$ cat config.mk
export PLATFORM = sky130hd
export DESIGN_NAME = tk1_top
export DESIGN_NICKNAME = d
export VERILOG_FILES = /design/src/source/tk1_pkg.sv /design/src/source/tk1_mode_fsm.sv /design/src/source/tk1_trap_blinker.sv /design/src/source/tk1_sec_monitor.sv /design/src/source/tk1_regs.sv /design/src/source/tk1_top.sv
export SDC_FILE = /design/constraint.sdc
export NUM_CORES = 1
export LEC_CHECK = 0
export ABC_AREA = 1
export BUFFER_PORTS_ARGS = -buffer_cell sky130_fd_sc_hd__buf_2
export CAP_MARGIN = 20
export CORE_MARGIN = 4
export CORE_UTILIZATION = 60
export CTS_BUF_LIST = sky130_fd_sc_hd__clkbuf_8
export DETAILED_ROUTE_END_ITERATION = 7
export PLACE_DENSITY = 0.79
export SYNTH_ARGS = -nofsm -noshare
export SYNTH_HDL_FRONTEND = slang
export SYNTH_SLANG_ARGS = --single-unit
$ cat constraint.sdc
create_clock -name clk -period 4.41 [get_ports clk]
set_input_delay 0.882 -clock clk [delete_from_list [all_inputs] [get_ports clk]]
set_output_delay 0.882 -clock clk [all_outputs]
set_load 0.02 [all_outputs]
$ cat src/source/tk1_pkg.sv
// Shared widths, register addresses, identity constants, SoC address map and CPU address union
`default_nettype none

package tk1_pkg;

  // ------------------------------------------------------------
  // Bus and register map
  // ------------------------------------------------------------
  localparam int DATA_W     = 32;
  localparam int BUS_ADDR_W = 8;

  localparam logic [BUS_ADDR_W-1:0] ADDR_NAME0         = 8'h00;
  localparam logic [BUS_ADDR_W-1:0] ADDR_NAME1         = 8'h01;
  localparam logic [BUS_ADDR_W-1:0] ADDR_VERSION       = 8'h02;
  localparam logic [BUS_ADDR_W-1:0] ADDR_LED           = 8'h09;
  localparam logic [BUS_ADDR_W-1:0] ADDR_GPIO          = 8'h0a;
  localparam logic [BUS_ADDR_W-1:0] ADDR_APP_START     = 8'h0c;
  localparam logic [BUS_ADDR_W-1:0] ADDR_APP_SIZE      = 8'h0d;
  localparam logic [BUS_ADDR_W-1:0] ADDR_CDI_FIRST     = 8'h20;
  localparam logic [BUS_ADDR_W-1:0] ADDR_CDI_LAST      = 8'h27;
  localparam logic [BUS_ADDR_W-1:0] ADDR_CPU_MON_CTRL  = 8'h60;
  localparam logic [BUS_ADDR_W-1:0] ADDR_CPU_MON_FIRST = 8'h61;
  localparam logic [BUS_ADDR_W-1:0] ADDR_CPU_MON_LAST  = 8'h62;

  // Identity words, ASCII "tk1 " and "mkdf"
  localparam logic [DATA_W-1:0] TK1_NAME0   = 32'h746b_3120;
  localparam logic [DATA_W-1:0] TK1_NAME1   = 32'h6d6b_6466;
  localparam logic [DATA_W-1:0] TK1_VERSION = 32'h0000_0005;

  localparam logic [DATA_W-1:0] APP_SIZE_RESET = 32'h0000_0000;
  localparam logic [2:0]        LED_RESET      = 3'b110;

  localparam int LED_R_BIT = 2;
  localparam int LED_G_BIT = 1;
  localparam int LED_B_BIT = 0;
  localparam int GPIO3_BIT = 2;
  localparam int GPIO4_BIT = 3;

  // ------------------------------------------------------------
  // SoC address map
  // ------------------------------------------------------------
  localparam logic [DATA_W-1:0] FW_ROM_LAST  = 32'h0000_1fff;
  localparam logic [DATA_W-1:0] FW_RAM_FIRST = 32'hd000_0000;
  localparam logic [DATA_W-1:0] FW_RAM_LAST  = 32'hd000_0fff;

  localparam logic [1:0] REGION_ROM  = 2'd0;
  localparam logic [1:0] REGION_RAM  = 2'd1;
  localparam logic [1:0] REGION_RSVD = 2'd2;
  localparam logic [1:0] REGION_MMIO = 2'd3;

  localparam int ROM_OFFSET_W = 13;
  localparam int RAM_OFFSET_W = 17;

  localparam logic [5:0] CORE_TRNG    = 6'h00;
  localparam logic [5:0] CORE_TIMER   = 6'h01;
  localparam logic [5:0] CORE_UDS     = 6'h02;
  localparam logic [5:0] CORE_UART    = 6'h03;
  localparam logic [5:0] CORE_TOUCH   = 6'h04;
  localparam logic [5:0] CORE_FW_RAM  = 6'h10;
  localparam logic [5:0] CORE_SYSCALL = 6'h21;
  localparam logic [5:0] CORE_TK1     = 6'h3f;

  // Offset widths inside an MMIO core
  localparam int MMIO_OFFSET_W    = 10;
  localparam int UDS_OFFSET_W     = 5;
  localparam int FW_RAM_OFFSET_W  = 12;
  localparam int SYSCALL_OFFSET_W = 2;

  localparam int TRAP_BLINK_W = 24;

  // Flat word for range compares, fields for map checks
  typedef union packed {
    logic [DATA_W-1:0] word;
    struct packed {
      logic [1:0]  region;
      logic [5:0]  core;
      logic [23:0] offset;
    } fields;
  } cpu_addr_t;

endpackage

`default_nettype wire

$ cat src/source/tk1_mode_fsm.sv
// Firmware to application privilege state machine
`default_nettype none

module tk1_mode_fsm (
  input  logic                       clk,
  input  logic                       reset_n,
  input  logic                       cpu_valid,
  input  logic                       cpu_instr,
  input  logic [tk1_pkg::DATA_W-1:0] cpu_addr,
  input  logic                       syscall,
  output logic                       fw_startup_done,
  output logic                       app_mode
);
  import tk1_pkg::*;

  // Low in firmware, high in application
  logic state_q;
  logic state_d;

  // One way only, leave firmware on the first fetch above ROM
  always_comb begin
    state_d = state_q;
    if (!state_q && cpu_valid && cpu_instr && (cpu_addr > FW_ROM_LAST)) begin
      state_d = 1'b1;
    end
  end

  always_ff @(posedge clk) begin
    if (!reset_n) begin
      state_q <= 1'b0;
    end else begin
      state_q <= state_d;
    end
  end

  assign fw_startup_done = state_q;

  // A syscall runs with firmware privilege
  assign app_mode = state_q && !syscall;

endmodule

`default_nettype wire

$ cat src/source/tk1_trap_blinker.sv
// Trap blink timer and LED output mux
`default_nettype none

module tk1_trap_blinker (
  input  logic       clk,
  input  logic       reset_n,
  input  logic       cpu_trap,
  input  logic [2:0] led_value,
  output logic       led_r,
  output logic       led_g,
  output logic       led_b
);
  import tk1_pkg::*;

  logic [TRAP_BLINK_W-1:0] timer_q;
  logic [2:0]              blink_q;
  logic [2:0]              led_mux;

  // Free-running, red toggles on every wrap
  always_ff @(posedge clk) begin
    if (!reset_n) begin
      timer_q <= '0;
      blink_q <= '0;
    end else begin
      timer_q <= timer_q + 1'b1;
      if (timer_q == '0) begin
        blink_q[LED_R_BIT] <= !blink_q[LED_R_BIT];
      end
    end
  end

  // Blink pattern replaces the LED register while trapped
  assign led_mux = cpu_trap ? blink_q : led_value;

  assign led_r = led_mux[LED_R_BIT];
  assign led_g = led_mux[LED_G_BIT];
  assign led_b = led_mux[LED_B_BIT];

endmodule

`default_nettype wire

$ cat src/source/tk1_sec_monitor.sv
// CPU access checker against the SoC map and execution rules, sticky force_trap
`default_nettype none

module tk1_sec_monitor (
  input  logic                       clk,
  input  logic                       reset_n,
  input  logic                       cpu_valid,
  input  logic                       cpu_instr,
  input  tk1_pkg::cpu_addr_t         cpu_addr,
  input  logic                       app_mode,
  input  logic                       mon_en,
  input  logic [tk1_pkg::DATA_W-1:0] mon_first,
  input  logic [tk1_pkg::DATA_W-1:0] mon_last,
  output logic                       force_trap
);
  import tk1_pkg::*;

  logic [DATA_W-3:0] region_offset;
  logic              core_used;
  logic [4:0]        core_off_w;
  logic              map_hit;
  logic              instr_hit;
  logic              force_trap_q;

  // Everything below the region bits
  assign region_offset = {cpu_addr.fields.core, cpu_addr.fields.offset};

  // ------------------------------------------------------------
  // MMIO core decode
  // ------------------------------------------------------------
  always_comb begin
    core_used  = 1'b1;
    core_off_w = 5'(MMIO_OFFSET_W);
    case (cpu_addr.fields.core)
      CORE_TRNG, CORE_TIMER, CORE_UART, CORE_TOUCH, CORE_TK1: begin
        core_off_w = 5'(MMIO_OFFSET_W);
      end
      CORE_UDS:     core_off_w = 5'(UDS_OFFSET_W);
      CORE_FW_RAM:  core_off_w = 5'(FW_RAM_OFFSET_W);
      CORE_SYSCALL: core_off_w = 5'(SYSCALL_OFFSET_W);
      default:      core_used  = 1'b0;
    endcase
  end

  // ------------------------------------------------------------
  // Address map rules
  // ------------------------------------------------------------
  always_comb begin
    map_hit = 1'b0;
    case (cpu_addr.fields.region)
      REGION_ROM:  map_hit = (region_offset >> ROM_OFFSET_W) != '0;
      REGION_RAM:  map_hit = (region_offset >> RAM_OFFSET_W) != '0;
      REGION_RSVD: map_hit = 1'b1;
      REGION_MMIO: begin
        map_hit = !core_used || ((cpu_addr.fields.offset >> core_off_w) != '0);
      end
    endcase
  end

  // ------------------------------------------------------------
  // Execution rules
  // ------------------------------------------------------------
  always_comb begin
    instr_hit = 1'b0;
    if (cpu_instr) begin
      // No code runs from firmware RAM
      if ((cpu_addr.word >= FW_RAM_FIRST) && (cpu_addr.word <= FW_RAM_LAST)) begin
        instr_hit = 1'b1;
      end
      // ROM starts at zero, so one compare covers it
      if (app_mode && (cpu_addr.word <= FW_ROM_LAST)) begin
        instr_hit = 1'b1;
      end
      // Data-only window set up by firmware
      if (mon_en && (cpu_addr.word >= mon_first) && (cpu_addr.word <= mon_last)) begin
        instr_hit = 1'b1;
      end
    end
  end

  always_ff @(posedge clk) begin
    if (!reset_n) begin
      force_trap_q <= 1'b0;
    end else if (cpu_valid && (map_hit || instr_hit)) begin
      force_trap_q <= 1'b1;
    end
  end

  assign force_trap = force_trap_q;

endmodule

`default_nettype wire

$ cat src/source/tk1_regs.sv
// Register bus decode, register storage, GPIO synchronisers and read mux
`default_nettype none

module tk1_regs (
  input  logic                           clk,
  input  logic                           reset_n,
  input  logic                           cs,
  input  logic                           we,
  input  logic [tk1_pkg::BUS_ADDR_W-1:0] address,
  input  logic [tk1_pkg::DATA_W-1:0]     write_data,
  output logic [tk1_pkg::DATA_W-1:0]     read_data,
  output logic                           ready,
  input  logic                           app_mode,
  input  logic                           gpio1,
  input  logic                           gpio2,
  output logic                           gpio3,
  output logic                           gpio4,
  output logic [2:0]                     led_value,
  output logic                           mon_en,
  output logic [tk1_pkg::DATA_W-1:0]     mon_first,
  output logic [tk1_pkg::DATA_W-1:0]     mon_last
);
  import tk1_pkg::*;

  logic              bus_write;
  logic [2:0]        cdi_idx;
  logic [2:0]        led_q;
  logic              gpio3_q;
  logic              gpio4_q;
  logic [1:0]        gpio1_sync;
  logic [1:0]        gpio2_sync;
  logic [DATA_W-1:0] app_start_q;
  logic [DATA_W-1:0] app_size_q;
  logic [DATA_W-1:0] cdi_mem [0:7];
  logic              mon_en_q;
  logic [DATA_W-1:0] mon_first_q;
  logic [DATA_W-1:0] mon_last_q;

  assign bus_write = cs && we;
  assign cdi_idx   = address[2:0];

  // ------------------------------------------------------------
  // Register writes
  // ------------------------------------------------------------
  always_ff @(posedge clk) begin
    if (!reset_n) begin
      led_q       <= LED_RESET;
      gpio3_q     <= 1'b0;
      gpio4_q     <= 1'b0;
      gpio1_sync  <= '0;
      gpio2_sync  <= '0;
      app_start_q <= '0;
      app_size_q  <= APP_SIZE_RESET;
      for (int i = 0; i < 8; i++) begin
        cdi_mem[i] <= '0;
      end
      mon_en_q    <= 1'b0;
      mon_first_q <= '0;
      mon_last_q  <= '0;
    end else begin
      // Two-stage input synchronisers
      gpio1_sync <= {gpio1_sync[0], gpio1};
      gpio2_sync <= {gpio2_sync[0], gpio2};

      if (bus_write) begin
        case (address) inside
          ADDR_LED: led_q <= write_data[2:0];
          ADDR_GPIO: begin
            gpio3_q <= write_data[GPIO3_BIT];
            gpio4_q <= write_data[GPIO4_BIT];
          end
          // Firmware-only registers
          ADDR_APP_START: if (!app_mode) app_start_q <= write_data;
          ADDR_APP_SIZE:  if (!app_mode) app_size_q <= write_data;
          [ADDR_CDI_FIRST:ADDR_CDI_LAST]: if (!app_mode) cdi_mem[cdi_idx] <= write_data;
          // Enable locks the window until reset
          ADDR_CPU_MON_CTRL:  mon_en_q <= 1'b1;
          ADDR_CPU_MON_FIRST: if (!mon_en_q) mon_first_q <= write_data;
          ADDR_CPU_MON_LAST:  if (!mon_en_q) mon_last_q <= write_data;
          default: ;
        endcase
      end
    end
  end

  // ------------------------------------------------------------
  // Read mux
  // ------------------------------------------------------------
  always_comb begin
    read_data = '0;
    if (cs && !we) begin
      case (address) inside
        ADDR_NAME0:     read_data = TK1_NAME0;
        ADDR_NAME1:     read_data = TK1_NAME1;
        ADDR_VERSION:   read_data = TK1_VERSION;
        ADDR_LED:       read_data = {{(DATA_W-3){1'b0}}, led_q};
        ADDR_GPIO: begin
          read_data = {{(DATA_W-4){1'b0}}, gpio4_q, gpio3_q, gpio2_sync[1], gpio1_sync[1]};
        end
        ADDR_APP_START: read_data = app_start_q;
        ADDR_APP_SIZE:  read_data = app_size_q;
        [ADDR_CDI_FIRST:ADDR_CDI_LAST]: read_data = cdi_mem[cdi_idx];
        default:        read_data = '0;
      endcase
    end
  end

  // Every access completes in its own cycle
  assign ready = cs;

  assign gpio3     = gpio3_q;
  assign gpio4     = gpio4_q;
  assign led_value = led_q;
  assign mon_en    = mon_en_q;
  assign mon_first = mon_first_q;
  assign mon_last  = mon_last_q;

endmodule

`default_nettype wire

$ cat src/source/tk1_top.sv
// Top level of the control and security core
`default_nettype none

module tk1_top (
  input  logic                           clk,
  input  logic                           reset_n,
  input  logic                           cs,
  input  logic                           we,
  input  logic [tk1_pkg::BUS_ADDR_W-1:0] address,
  input  logic [tk1_pkg::DATA_W-1:0]     write_data,
  output logic [tk1_pkg::DATA_W-1:0]     read_data,
  output logic                           ready,
  input  logic                           cpu_valid,
  input  logic                           cpu_instr,
  input  logic [tk1_pkg::DATA_W-1:0]     cpu_addr,
  input  logic                           cpu_trap,
  input  logic                           syscall,
  input  logic                           gpio1,
  input  logic                           gpio2,
  output logic                           app_mode,
  output logic                           fw_startup_done,
  output logic                           force_trap,
  output logic                           led_r,
  output logic                           led_g,
  output logic                           led_b,
  output logic                           gpio3,
  output logic                           gpio4
);
  import tk1_pkg::*;

  logic [2:0]        led_value;
  logic              mon_en;
  logic [DATA_W-1:0] mon_first;
  logic [DATA_W-1:0] mon_last;

  tk1_mode_fsm mode_fsm_i (
    .clk(clk), .reset_n(reset_n), .cpu_valid(cpu_valid), .cpu_instr(cpu_instr),
    .cpu_addr(cpu_addr), .syscall(syscall), .fw_startup_done(fw_startup_done),
    .app_mode(app_mode)
  );

  tk1_trap_blinker blinker_i (
    .clk(clk), .reset_n(reset_n), .cpu_trap(cpu_trap), .led_value(led_value),
    .led_r(led_r), .led_g(led_g), .led_b(led_b)
  );

  tk1_sec_monitor sec_monitor_i (
    .clk(clk), .reset_n(reset_n), .cpu_valid(cpu_valid), .cpu_instr(cpu_instr),
    .cpu_addr(cpu_addr), .app_mode(app_mode), .mon_en(mon_en),
    .mon_first(mon_first), .mon_last(mon_last), .force_trap(force_trap)
  );

  tk1_regs regs_i (
    .clk(clk), .reset_n(reset_n), .cs(cs), .we(we), .address(address),
    .write_data(write_data), .read_data(read_data), .ready(ready),
    .app_mode(app_mode), .gpio1(gpio1), .gpio2(gpio2), .gpio3(gpio3), .gpio4(gpio4),
    .led_value(led_value), .mon_en(mon_en), .mon_first(mon_first), .mon_last(mon_last)
  );

endmodule

`default_nettype wire

Word-level counts from Yosys, hierarchy flattened
Memory sizes are Yosys's and may differ from the RTL's.
Cells that the tools add are included.
- bitwise logic cells: 9
- mux-type cells: 30
- equal/unequal tests: 19
- shift operators: 1
- reduce and logical (&&, ||, !) cells: 35
- $add $sub $neg: 1
- $lt $le $gt $ge: 8
- operators by type and width (operator ; count):
    $mux 32 ; 10
    $reduce_bool 30->1 ; 2
    $eq 8x4->1 const B ; 4
    $ge 32x32->1 ; 1
    $ge 32x32->1 const B ; 1
    $gt 32x13->1 const B ; 1
    $le 32x13->1 const B ; 1
    $le 32x32->1 ; 1
    $le 32x32->1 const B ; 1
    $reduce_or 32->1 ; 1
    $add 24x1->24 const B ; 1
    $eq 8x7->1 const B ; 3
    $logic_not 24->1 ; 1
    $reduce_bool 24->1 ; 1
    $shr 24x4->24 ; 1
    $mux 1 ; 16
    $eq 6x2->1 const B ; 2
    $eq 6x6->1 const B ; 2
    $logic_and 1x1->1 ; 12
    $pmux 4 s3 ; 1
    $reduce_and 10->1 ; 1
    $not 1->1 ; 9
    $reduce_and 9->1 ; 1
    $eq 8x1->1 const B ; 1
    21 further kinds ; 28
- memory bits (writable): 256
- register bits after elaboration: 165
- output and inout bits: 41
- memories: 1
- logic and storage cells: 118
- memory list (memory ; words ; bits a word ; rd ports ; clocked after memory_dff ; wr ports ; RTL line ; RTL):
    regs_i.cdi_mem ; 8 ; 32 ; 1 ; 0 ; 8 ; tk1_regs.sv:34 ; logic [DATA_W-1:0] cdi_mem [0:7];

Depth between registers and ports, before layout
Gate-level depths: netlist (run 1).
- word-level depth: 13
- gate-level depth with buffers: 19
- depth with buffers taken out: 17

Cells and area by module
Synthesis (run 1) repeated with hierarchy kept, for this count alone.
- cell total of the unflattened synthesis: 2440
- area, all modules: 20993.9 um^2
- by module, submodules not included (module ; cells an instance ; area an instance (um^2) ; instances):
    tk1_regs ; 1678 ; 16652.2 ; 1
    tk1_sec_monitor ; 531 ; 2874.0 ; 1
    tk1_trap_blinker ; 205 ; 1342.5 ; 1
    tk1_mode_fsm ; 26 ; 125.1 ; 1

Least setup slack after synthesis (run 1)
Ideal clock, no wire load.
- kind: input to output
- from: in address[2] (netlist bit)
- to: out read_data[1] (netlist bit)
- path buffers: 2
- stages: 10
- setup slack: 1.031 ns
- data arrival time: 2.497 ns
- cells stage by stage: buf_2 inv_1 clkbuf_1 nor3_1 inv_1 o211ai_1 o221ai_1 nand2_1 o21ai_0 a21oi_1
- longest elaborated chain between the ends: 11
- RTL lines (element ; RTL line ; RTL):
    start: declaration ; tk1_top.sv:9 ; input logic [tk1_pkg::BUS_ADDR_W-1:0] address,
    $ge 8x6->1 (no line) / $le 8x6->1 (equally long branches) ; n/a ;
    $logic_and 1x1->1 (no line) ; n/a ;
    $mux 32 (7 in series) ; tk1_regs.sv:92 ; case (address) inside
    $mux 32 (*) ; tk1_regs.sv:92 ;
    $mux 32 (*) ; tk1_regs.sv:91 ; if (cs && !we) begin
    end: declaration ; tk1_top.sv:11 ; output logic [tk1_pkg::DATA_W-1:0] read_data,
Every way passes the cells marked *; elsewhere a longest branch is shown, timed or not.

Final worst setup path (run 1)
- from: in address[7] (netlist bit)
- to: out read_data[1] (netlist bit)
The elaborated chain is that of the path after synthesis.

==> results_dict.tcl, run 1 <==
set metrics [dict create \
    worst_pin_slew_ns 1.067 \
    insertion_delay_ns 0.58 \
    design.die.area_um2 36010 \
    nNetsFinal 2493 \
    ioPinCount 123 \
    fmax_mhz 256.3 \
    tritoncts "built" \
    regArea_um2 10990 \
    clkTransAtPathRegs_ns 0.06 \
    clock_sinks 421 \
    start_util_pct 60.92 \
    cp_cell_sequence "buf_2 -> nor2_1 -> nand3_1 -> nor2_1 -> inv_2 -> nor3_1 -> inv_1 -> o211ai_1 -> o221ai_1 -> nand2_1 -> o21ai_0 -> a21oi_1 -> buf_2" \
    grt-ovfl-total 0 \
    worstSetupEndpointType "output pin" \
    track_usage_pct 30.53 \
    wirelength_um 56140 \
    cts_root_buffer "clkbuf_8" \
    synth_area_per_cell_um2 8.897 \
    cts_made_buffers 69 \
    netSwitchingPower_w 0.002013 \
    die_w_um 189.8 \
    min_period_over_period_pct 88.46 \
    row_count 66 \
    drtPass1Iterations 6 \
    yosysWarnings 0 \
    antenna_found_initial 0 \
    finalHoldViolations 0 \
    dp_hpwl_um 37340 \
    finClkSkew_ns 0.02060 \
    synth-seq-cells 421 \
    multi_input_area_um2 7310 \
    cts_max_level 3 \
    clock_path_buffers 3 \
    slowest_stage "inv_1" \
    hp-class "register to register" \
    cp_top_family "simple AND/OR/NAND/NOR gates" \
    grt_pass1_wl_um 87140 \
    path_max_fanout 16 \
    seqPwrFrac_pct 52.7 \
    worstSetupPathType "input pin to output pin" \
    via_count 16930 \
    pwr-share-comb_pct 7.6 \
    antenna_cells 0 \
    finalCriticalPeriod_ns 3.901 \
    seq_area_frac_synth_pct 55.45 \
    fillCellCount 2623 \
    tns_ns 0 \
    grt_pass1_vias 16170 \
    holdWs_ns 0.4503 \
    max_cap_viol_count 0 \
    drive_above_1_share_pct 11.96 \
    coreArea_um2 32540 \
    pwr-share-clk_pct 39.7 \
    port_buffers 122 \
    syn-instance-count 2228 \
    p_int_w 0.006115 \
    first_iter_violations 1510 \
    cts-resized-gates 0 \
    synthArstFlopShare_pct 0 \
    rsz0062_at_grt "no" \
    startpoint_type "input pin" \
    place_congestion 0.9686 \
    power_switching_share_pct 24.77 \
    cts_setup_buffers 0 \
    wl_per_cell_um 19.75 \
    run_status "complete, no violations" \
    critPathRequiredTime_ns 3.53 \
    arrival_ns 3.02 \
    syn-cell-area_um2 19820 \
    synth-edff-count 256 \
    drc 0 \
    via_per_inst 5.956 \
    area_growth_pct 12.43 \
    p_per_area_nw_per_um2 364.8 \
    slowest_delay_ns 0.30 \
    synthFlopType "edfxtp_1" \
    ir_worst_vdd_uv 325.2 \
    antenna_left 0 \
    die_y_um 189.8 \
    ys_types 44 \
    leakage_nw 9.104 \
    worst-path-buf-inv 4 \
    synth_nets 2376 \
    holdBufCountCts 0 \
    grt_max_degree 122 \
    finalSetupViolCount 0 \
    relSlewSlack_pct 28.84 \
    slew_violations 0 \
]
## placed cells by master, fill, tap and decap left out, drive strengths merged, types with 81 or more instances in the layout
cell type,netlist,routed
nor2,358,358
inv,245,274
edfxtp,256,256
nand2,252,252
o21ai,212,212
buf,26,171
dfxtp,165,165
a21oi,151,151
o22ai,124,124
nand3,82,82
clkbuf,99,81
## cell families (layout without fill, tap and decap cells)
logic type	after synthesis	count (layout)	synth area share [%]
buffers and inverters	403	575	7.764
xor gates and xnor gates	2	2	0.08839
adders and majority gates	66	66	4.166
DFF	421	421	55.45
and+or+nand+nor	760	760	15.91
AOI/OAI and AO/OA	576	576	16.63
## cell usage after synthesis, types with 5 or more instances
cell / instances / share of area [%]
nor4_1: 12 / 0.38
o22ai_1: 124 / 3.9
o211ai_1: 35 / 1.3
dfxtp_1: 165 / 17
ha_1: 66 / 4.2
nor3_1: 15 / 0.38
buf_1: 11 / 0.21
edfxtp_1: 256 / 39
buf_2: 12 / 0.30
clkbuf_1: 99 / 1.9
nand2_1: 252 / 4.8
nand4_1: 34 / 1.1
nand3_1: 82 / 2.1
o21ai_0: 209 / 5.3
a211oi_1: 27 / 1.0
nor2_1: 356 / 6.7
clkinv_1: 33 / 0.62
a21oi_1: 151 / 3.8
o21a_1: 7 / 0.27
inv_1: 242 / 4.6
a211oi_2: 5 / 0.32
## power by group through the flow
| stage | combinational (W) | sequential, W | clock (W) |
|---|---|---|---|
| 3_3_place_gp | 0.000588 | 0.00436 | 0 |
| 4_1_cts | 0.000607 | 0.00428 | 0.00326 |
| 3_5_place_dp | 0.000603 | 0.00436 | 0 |
| 6_report | 0.000617 | 0.00428 | 0.00323 |
| 5_1_grt | 0.000673 | 0.00429 | 0.00345 |
| 2_1_floorplan | 0.000350 | 0.00436 | 0 |
## layer usage
layer	vias to the layer above	GRT usage (%)	wire length, µm	share of wire (%)
li1	7912	-	-	-
met1	7914	41.23	21980	39
met2	954	49.59	26430	47
met3	148	5.376	5537	9.9
met4	0	12.13	2190	3.9
met5	-	0	0	0
## per-stage QoR
step / setup slack, ns / instances / power (W) / utilization [%] / instance area (µm²)
after global routing: 0.2396 / 2842 / 0.008410 / 68.49 / 22290
after floorplan: 1.031 / 2228 / 0.004708 / - / 19820
final: 0.5088 / 2842 / 0.008129 / 68.49 / 22290
after CTS: 0.4992 / 2842 / 0.008143 / 68.49 / 22290
after detailed placement: 0.5031 / 2716 / 0.004967 / 64.44 / 20970
after global placement: 0.5450 / 2716 / 0.004946 / 64.44 / 20970
## state kept, by name, indices dropped and copies added, names as in the netlist
register	cells
blinker_i.blink_q	1
blinker_i.timer_q	24
mode_fsm_i.fw_startup_done	1
regs_i.app_size_q	32
regs_i.app_start_q	32
regs_i.cdi_mem	256
regs_i.gpio1_sync	2
regs_i.gpio2_sync	2
regs_i.gpio3	1
regs_i.gpio4	1
regs_i.led_value	3
regs_i.mon_en	1
regs_i.mon_first	32
regs_i.mon_last	32
sec_monitor_i.force_trap	1
## path summary, 6_finish.rpt
path / startpoint / to / slack [ns] / depth (start not counted)
setup / recovery: address[7] / read_data[1] / 0.51 / 13
hold reg to reg: regs_i.gpio1_sync[0]$_SDFF_PN0_ / regs_i.gpio1_sync[1]$_SDFF_PN0_ / 0.45 / 2
setup reg to reg: blinker_i.timer_q[0]$_SDFF_PN0_ / blinker_i.timer_q[22]$_SDFF_PN0_ / 1.92 / 14
hold / removal: regs_i.gpio1_sync[0]$_SDFF_PN0_ / regs_i.gpio1_sync[1]$_SDFF_PN0_ / 0.45 / 2
## area by class of cell
type	count	area share (%)
timing repair buffer	171	4.795
clock buffer	81	5.003
tap	442	2.482
clock inverter	45	0.9208
sequential	421	49.32
multi-input combinational	1404	32.80
inverter	278	4.683
## worst reg2reg max path: stages (launching register included)
cell and delay [ns]:
dfxtp_1 0.37, ha_1 0.19, nand2_1 0.08, nor2_1 0.17
nand2_1 0.08, nor2_1 0.14, nand2_1 0.10, nor2_1 0.15
nand2_1 0.14, nor2_1 0.15, nand2_1 0.09, nor2_1 0.26
nand4_1 0.20, o21bai_1 0.18, o211a_1 0.15
Power figures use the tool's default switching activity.
==> run 2, diff against run 1 <==
- SYNTH_HIERARCHICAL: not set -> 1
==> results_dict.tcl, run 2 <==
set metrics [dict create \
    run_status "complete, no violations" \
    rsz0062_at_grt "no" \
    worstSetupPathType "input pin to output pin" \
    grt_pass1_vias 17800 \
    clock_sinks 421 \
    port_buffers 122 \
    critPathRequiredTime_ns 3.53 \
    netSwitchingPower_w 0.002054 \
    relSlewSlack_pct 33.38 \
    yosysTopAreaCell "edfxtp_1" \
    ioPinCount 123 \
    cts-resized-gates 0 \
    seq_area_frac_synth_pct 52.35 \
    synth-edff-count 256 \
    area_growth_pct 10.77 \
    yosys-top-cells-area "edfxtp_1, dfxtp_1, nor2_1, nand2_1, inv_1" \
    tns_ns 0 \
    yosysTopAreaCellShare_pct 36.62 \
    grt_pass1_wl_um 96190 \
    path_max_fanout 24 \
    tritoncts "built" \
    cts_max_level 3 \
    holdBufCountCts 0 \
    min_period_over_period_pct 88.59 \
    max_cap_viol_count 0 \
    synthArstFlopShare_pct 0 \
    via_per_inst 5.980 \
    drive_above_1_share_pct 14.47 \
    nNetsFinal 2679 \
    cts_root_buffer "clkbuf_8" \
    cp_cell_sequence "buf_2 -> nor2_4 -> inv_2 -> buf_4 -> o22ai_1 -> o31ai_1 -> nand3_1 -> a21oi_1 -> buf_2" \
    dp_hpwl_um 40880 \
    slew_violations 0 \
    postLayoutCoreUtil_pct 67.32 \
    regMostFlops "regs_i/cdi_mem" \
    hp-start "regs_i/gpio2_sync[0]$_SDFF_PN0_" \
    wl_per_cell_um 20.59 \
    syn-cell-area_um2 20990 \
    worst-path-buf-inv 4 \
    synth-seq-cells 421 \
    coreArea_um2 34540 \
    fmax_mhz 256.0 \
    row_count 68 \
    ys_types 52 \
    ys_top_cells_by_count "nor2_1, nand2_1, edfxtp_1, inv_1, dfxtp_1" \
    die_w_um 195.1 \
    via_count 18190 \
    ir_worst_vdd_uv 219.7 \
    insertion_delay_ns 0.61 \
    hp-class "register to register" \
    finalSetupViolCount 0 \
    finalCriticalPeriod_ns 3.907 \
    drc 0 \
    seqPwrFrac_pct 51.8 \
    pwr-share-clk_pct 39.9 \
    place_congestion 0.9843 \
    clock_path_buffers 3 \
    worst_pin_slew_ns 0.9994 \
    synthFlopType "edfxtp_1" \
    reg2reg_from "regs_i/mon_last[31]$_SDFFE_PN0P_" \
    largest_reg_flops 256 \
    drtPass1Iterations 6 \
    arrival_ns 3.02 \
    fin_total_pwr_w 0.008242 \
    crit_start "address[0]" \
    track_usage_pct 32.00 \
    p_int_w 0.006189 \
    pwr-share-comb_pct 8.3 \
    cp_top_family "buffers and inverters" \
    wirelength_um 62610 \
    antenna_found_initial 3 \
    power_switching_share_pct 24.92 \
    finClkSkew_ns 0.02234 \
    die_y_um 195.1 \
    grt_max_degree 65 \
    final_common_cell "nor2_1" \
    synth_area_per_cell_um2 8.604 \
    crit_top_cell "buf_2" \
    reg2reg_slack_ns 1.78 \
    synth_nets 2588 \
    worstSetupEndpointType "output pin" \
    cts_setup_buffers 0 \
    syn-instance-count 2440 \
    finalHoldViolations 0 \
    yosysWarnings 6 \
    clkTransAtPathRegs_ns 0.06 \
    yosysMostFrequentCell "nor2_1" \
    slowest_stage "inv_2" \
    antenna_left 0 \
    first_iter_violations 2067 \
    design.die.area_um2 38050 \
    leakage_nw 9.802 \
    start_util_pct 60.78 \
    slowest_delay_ns 0.44 \
    cts_made_buffers 71 \
    grt-ovfl-total 0 \
    p_per_area_nw_per_um2 354.4 \
    layout_common_cells "nor2_1, nand2_1, edfxtp_1" \
    startpoint_type "input pin" \
]
[run 2: cell count changes after synthesis, moves of 25 or more]
| cell | before | now |
|---|---|---|
| or2_2 | 1 | 26 |
| a211oi_1 | 27 | 64 |
| clkinv_1 | 33 | 2 |
| nor2_2 | 1 | 29 |
| o21ai_0 | 209 | 135 |
| o22ai_1 | 124 | 70 |
| nor2_1 | 356 | 444 |
| nand2_1 | 252 | 415 |
| a21oi_1 | 151 | 121 |
[run 2: metal layers]
layer | vias up | global-route usage, % | wire length (µm) | share of wire (%)
met4 | 4 | 14.79 | 2727 | 4.4
li1 | 8383 | - | - | -
met2 | 1082 | 53.02 | 29730 | 47
met1 | 8510 | 39.99 | 23270 | 37
met3 | 207 | 7.591 | 6854 | 11
met5 | - | 0 | 32 | 0.051
[run 2: kinds of logic (layout without fill, tap and decap cells)]
| kind of cell | after synthesis | count (layout) | share of synthesized area [%] |
|---|---|---|---|
| AND/OR/NAND/NOR | 1097 | 1097 | 22.77 |
| AO/OA/AOI/OAI | 460 | 460 | 12.93 |
| flip-flops | 421 | 421 | 52.35 |
| buffers and inverters | 392 | 537 | 7.849 |
| adder cells (fa/ha/maj) | 66 | 66 | 3.933 |
| XOR/XNOR | 4 | 4 | 0.1669 |
| other | 0 | 1 | 0 |
[run 2: worst paths after layout]
kind                                                              end  depth (start not counted)
worst max-delay path                                    read_data[11]                          9
worst min-delay path                  regs_i/gpio2_sync[1]$_SDFF_PN0_                          2
worst max register to register  sec_monitor_i/force_trap$_SDFFE_PN0P_                         14
worst min register to register        regs_i/gpio2_sync[1]$_SDFF_PN0_                          2
[run 2: final cells by class]
| cell class | instances | area, µm² |
|---|---|---|
| clock inverter | 45 | 214.0 |
| sequential | 421 | 10990 |
| tap | 455 | 569.3 |
| antenna | 1 | 2.502 |
| multi-input combinational | 1627 | 8367 |
| inverter | 237 | 889.6 |
| timing repair buffer | 173 | 1094 |
| fill | 2764 | 11290 |
| clock buffer | 82 | 1129 |
[run 2: metrics by stage]
stage	setup slack [ns]	hold slack, ns	cells	cell area, µm²
2_1_floorplan	1.093	0.3905	2440	20990
3_3_place_gp	0.5153	0.4251	2913	21910
3_5_place_dp	0.5309	0.4228	2913	21910
4_1_cts	0.5374	0.4356	3040	23250
5_1_grt	0.3977	0.4592	3041	23250
6_report	0.5032	0.4336	3041	23250
[run 2: worst reg2reg max path, stage by stage, from the launching register on]
cell      delay [ns]
dfxtp_1         0.33
inv_1           0.05
ha_1            0.28
nand2_1         0.07
nor2_1          0.14
nand2_1         0.10
nor4_1          0.72
nand4_1         0.18
nand2_1         0.12
nand3_1         0.16
nand2_1         0.11
a21boi_0        0.08
nand2_1         0.07
nand2_1         0.05
a21oi_1         0.11
[run 2: power groups by stage]
stage / logic (W) / clock network [W] / registers, W
floorplan: 0.000402 / 0 / 0.00435
global placement: 0.000654 / 0 / 0.00435
detailed placement: 0.000668 / 0 / 0.00435
CTS: 0.000671 / 0.00332 / 0.00427
global route: 0.000740 / 0.00350 / 0.00428
finish: 0.000687 / 0.00328 / 0.00427
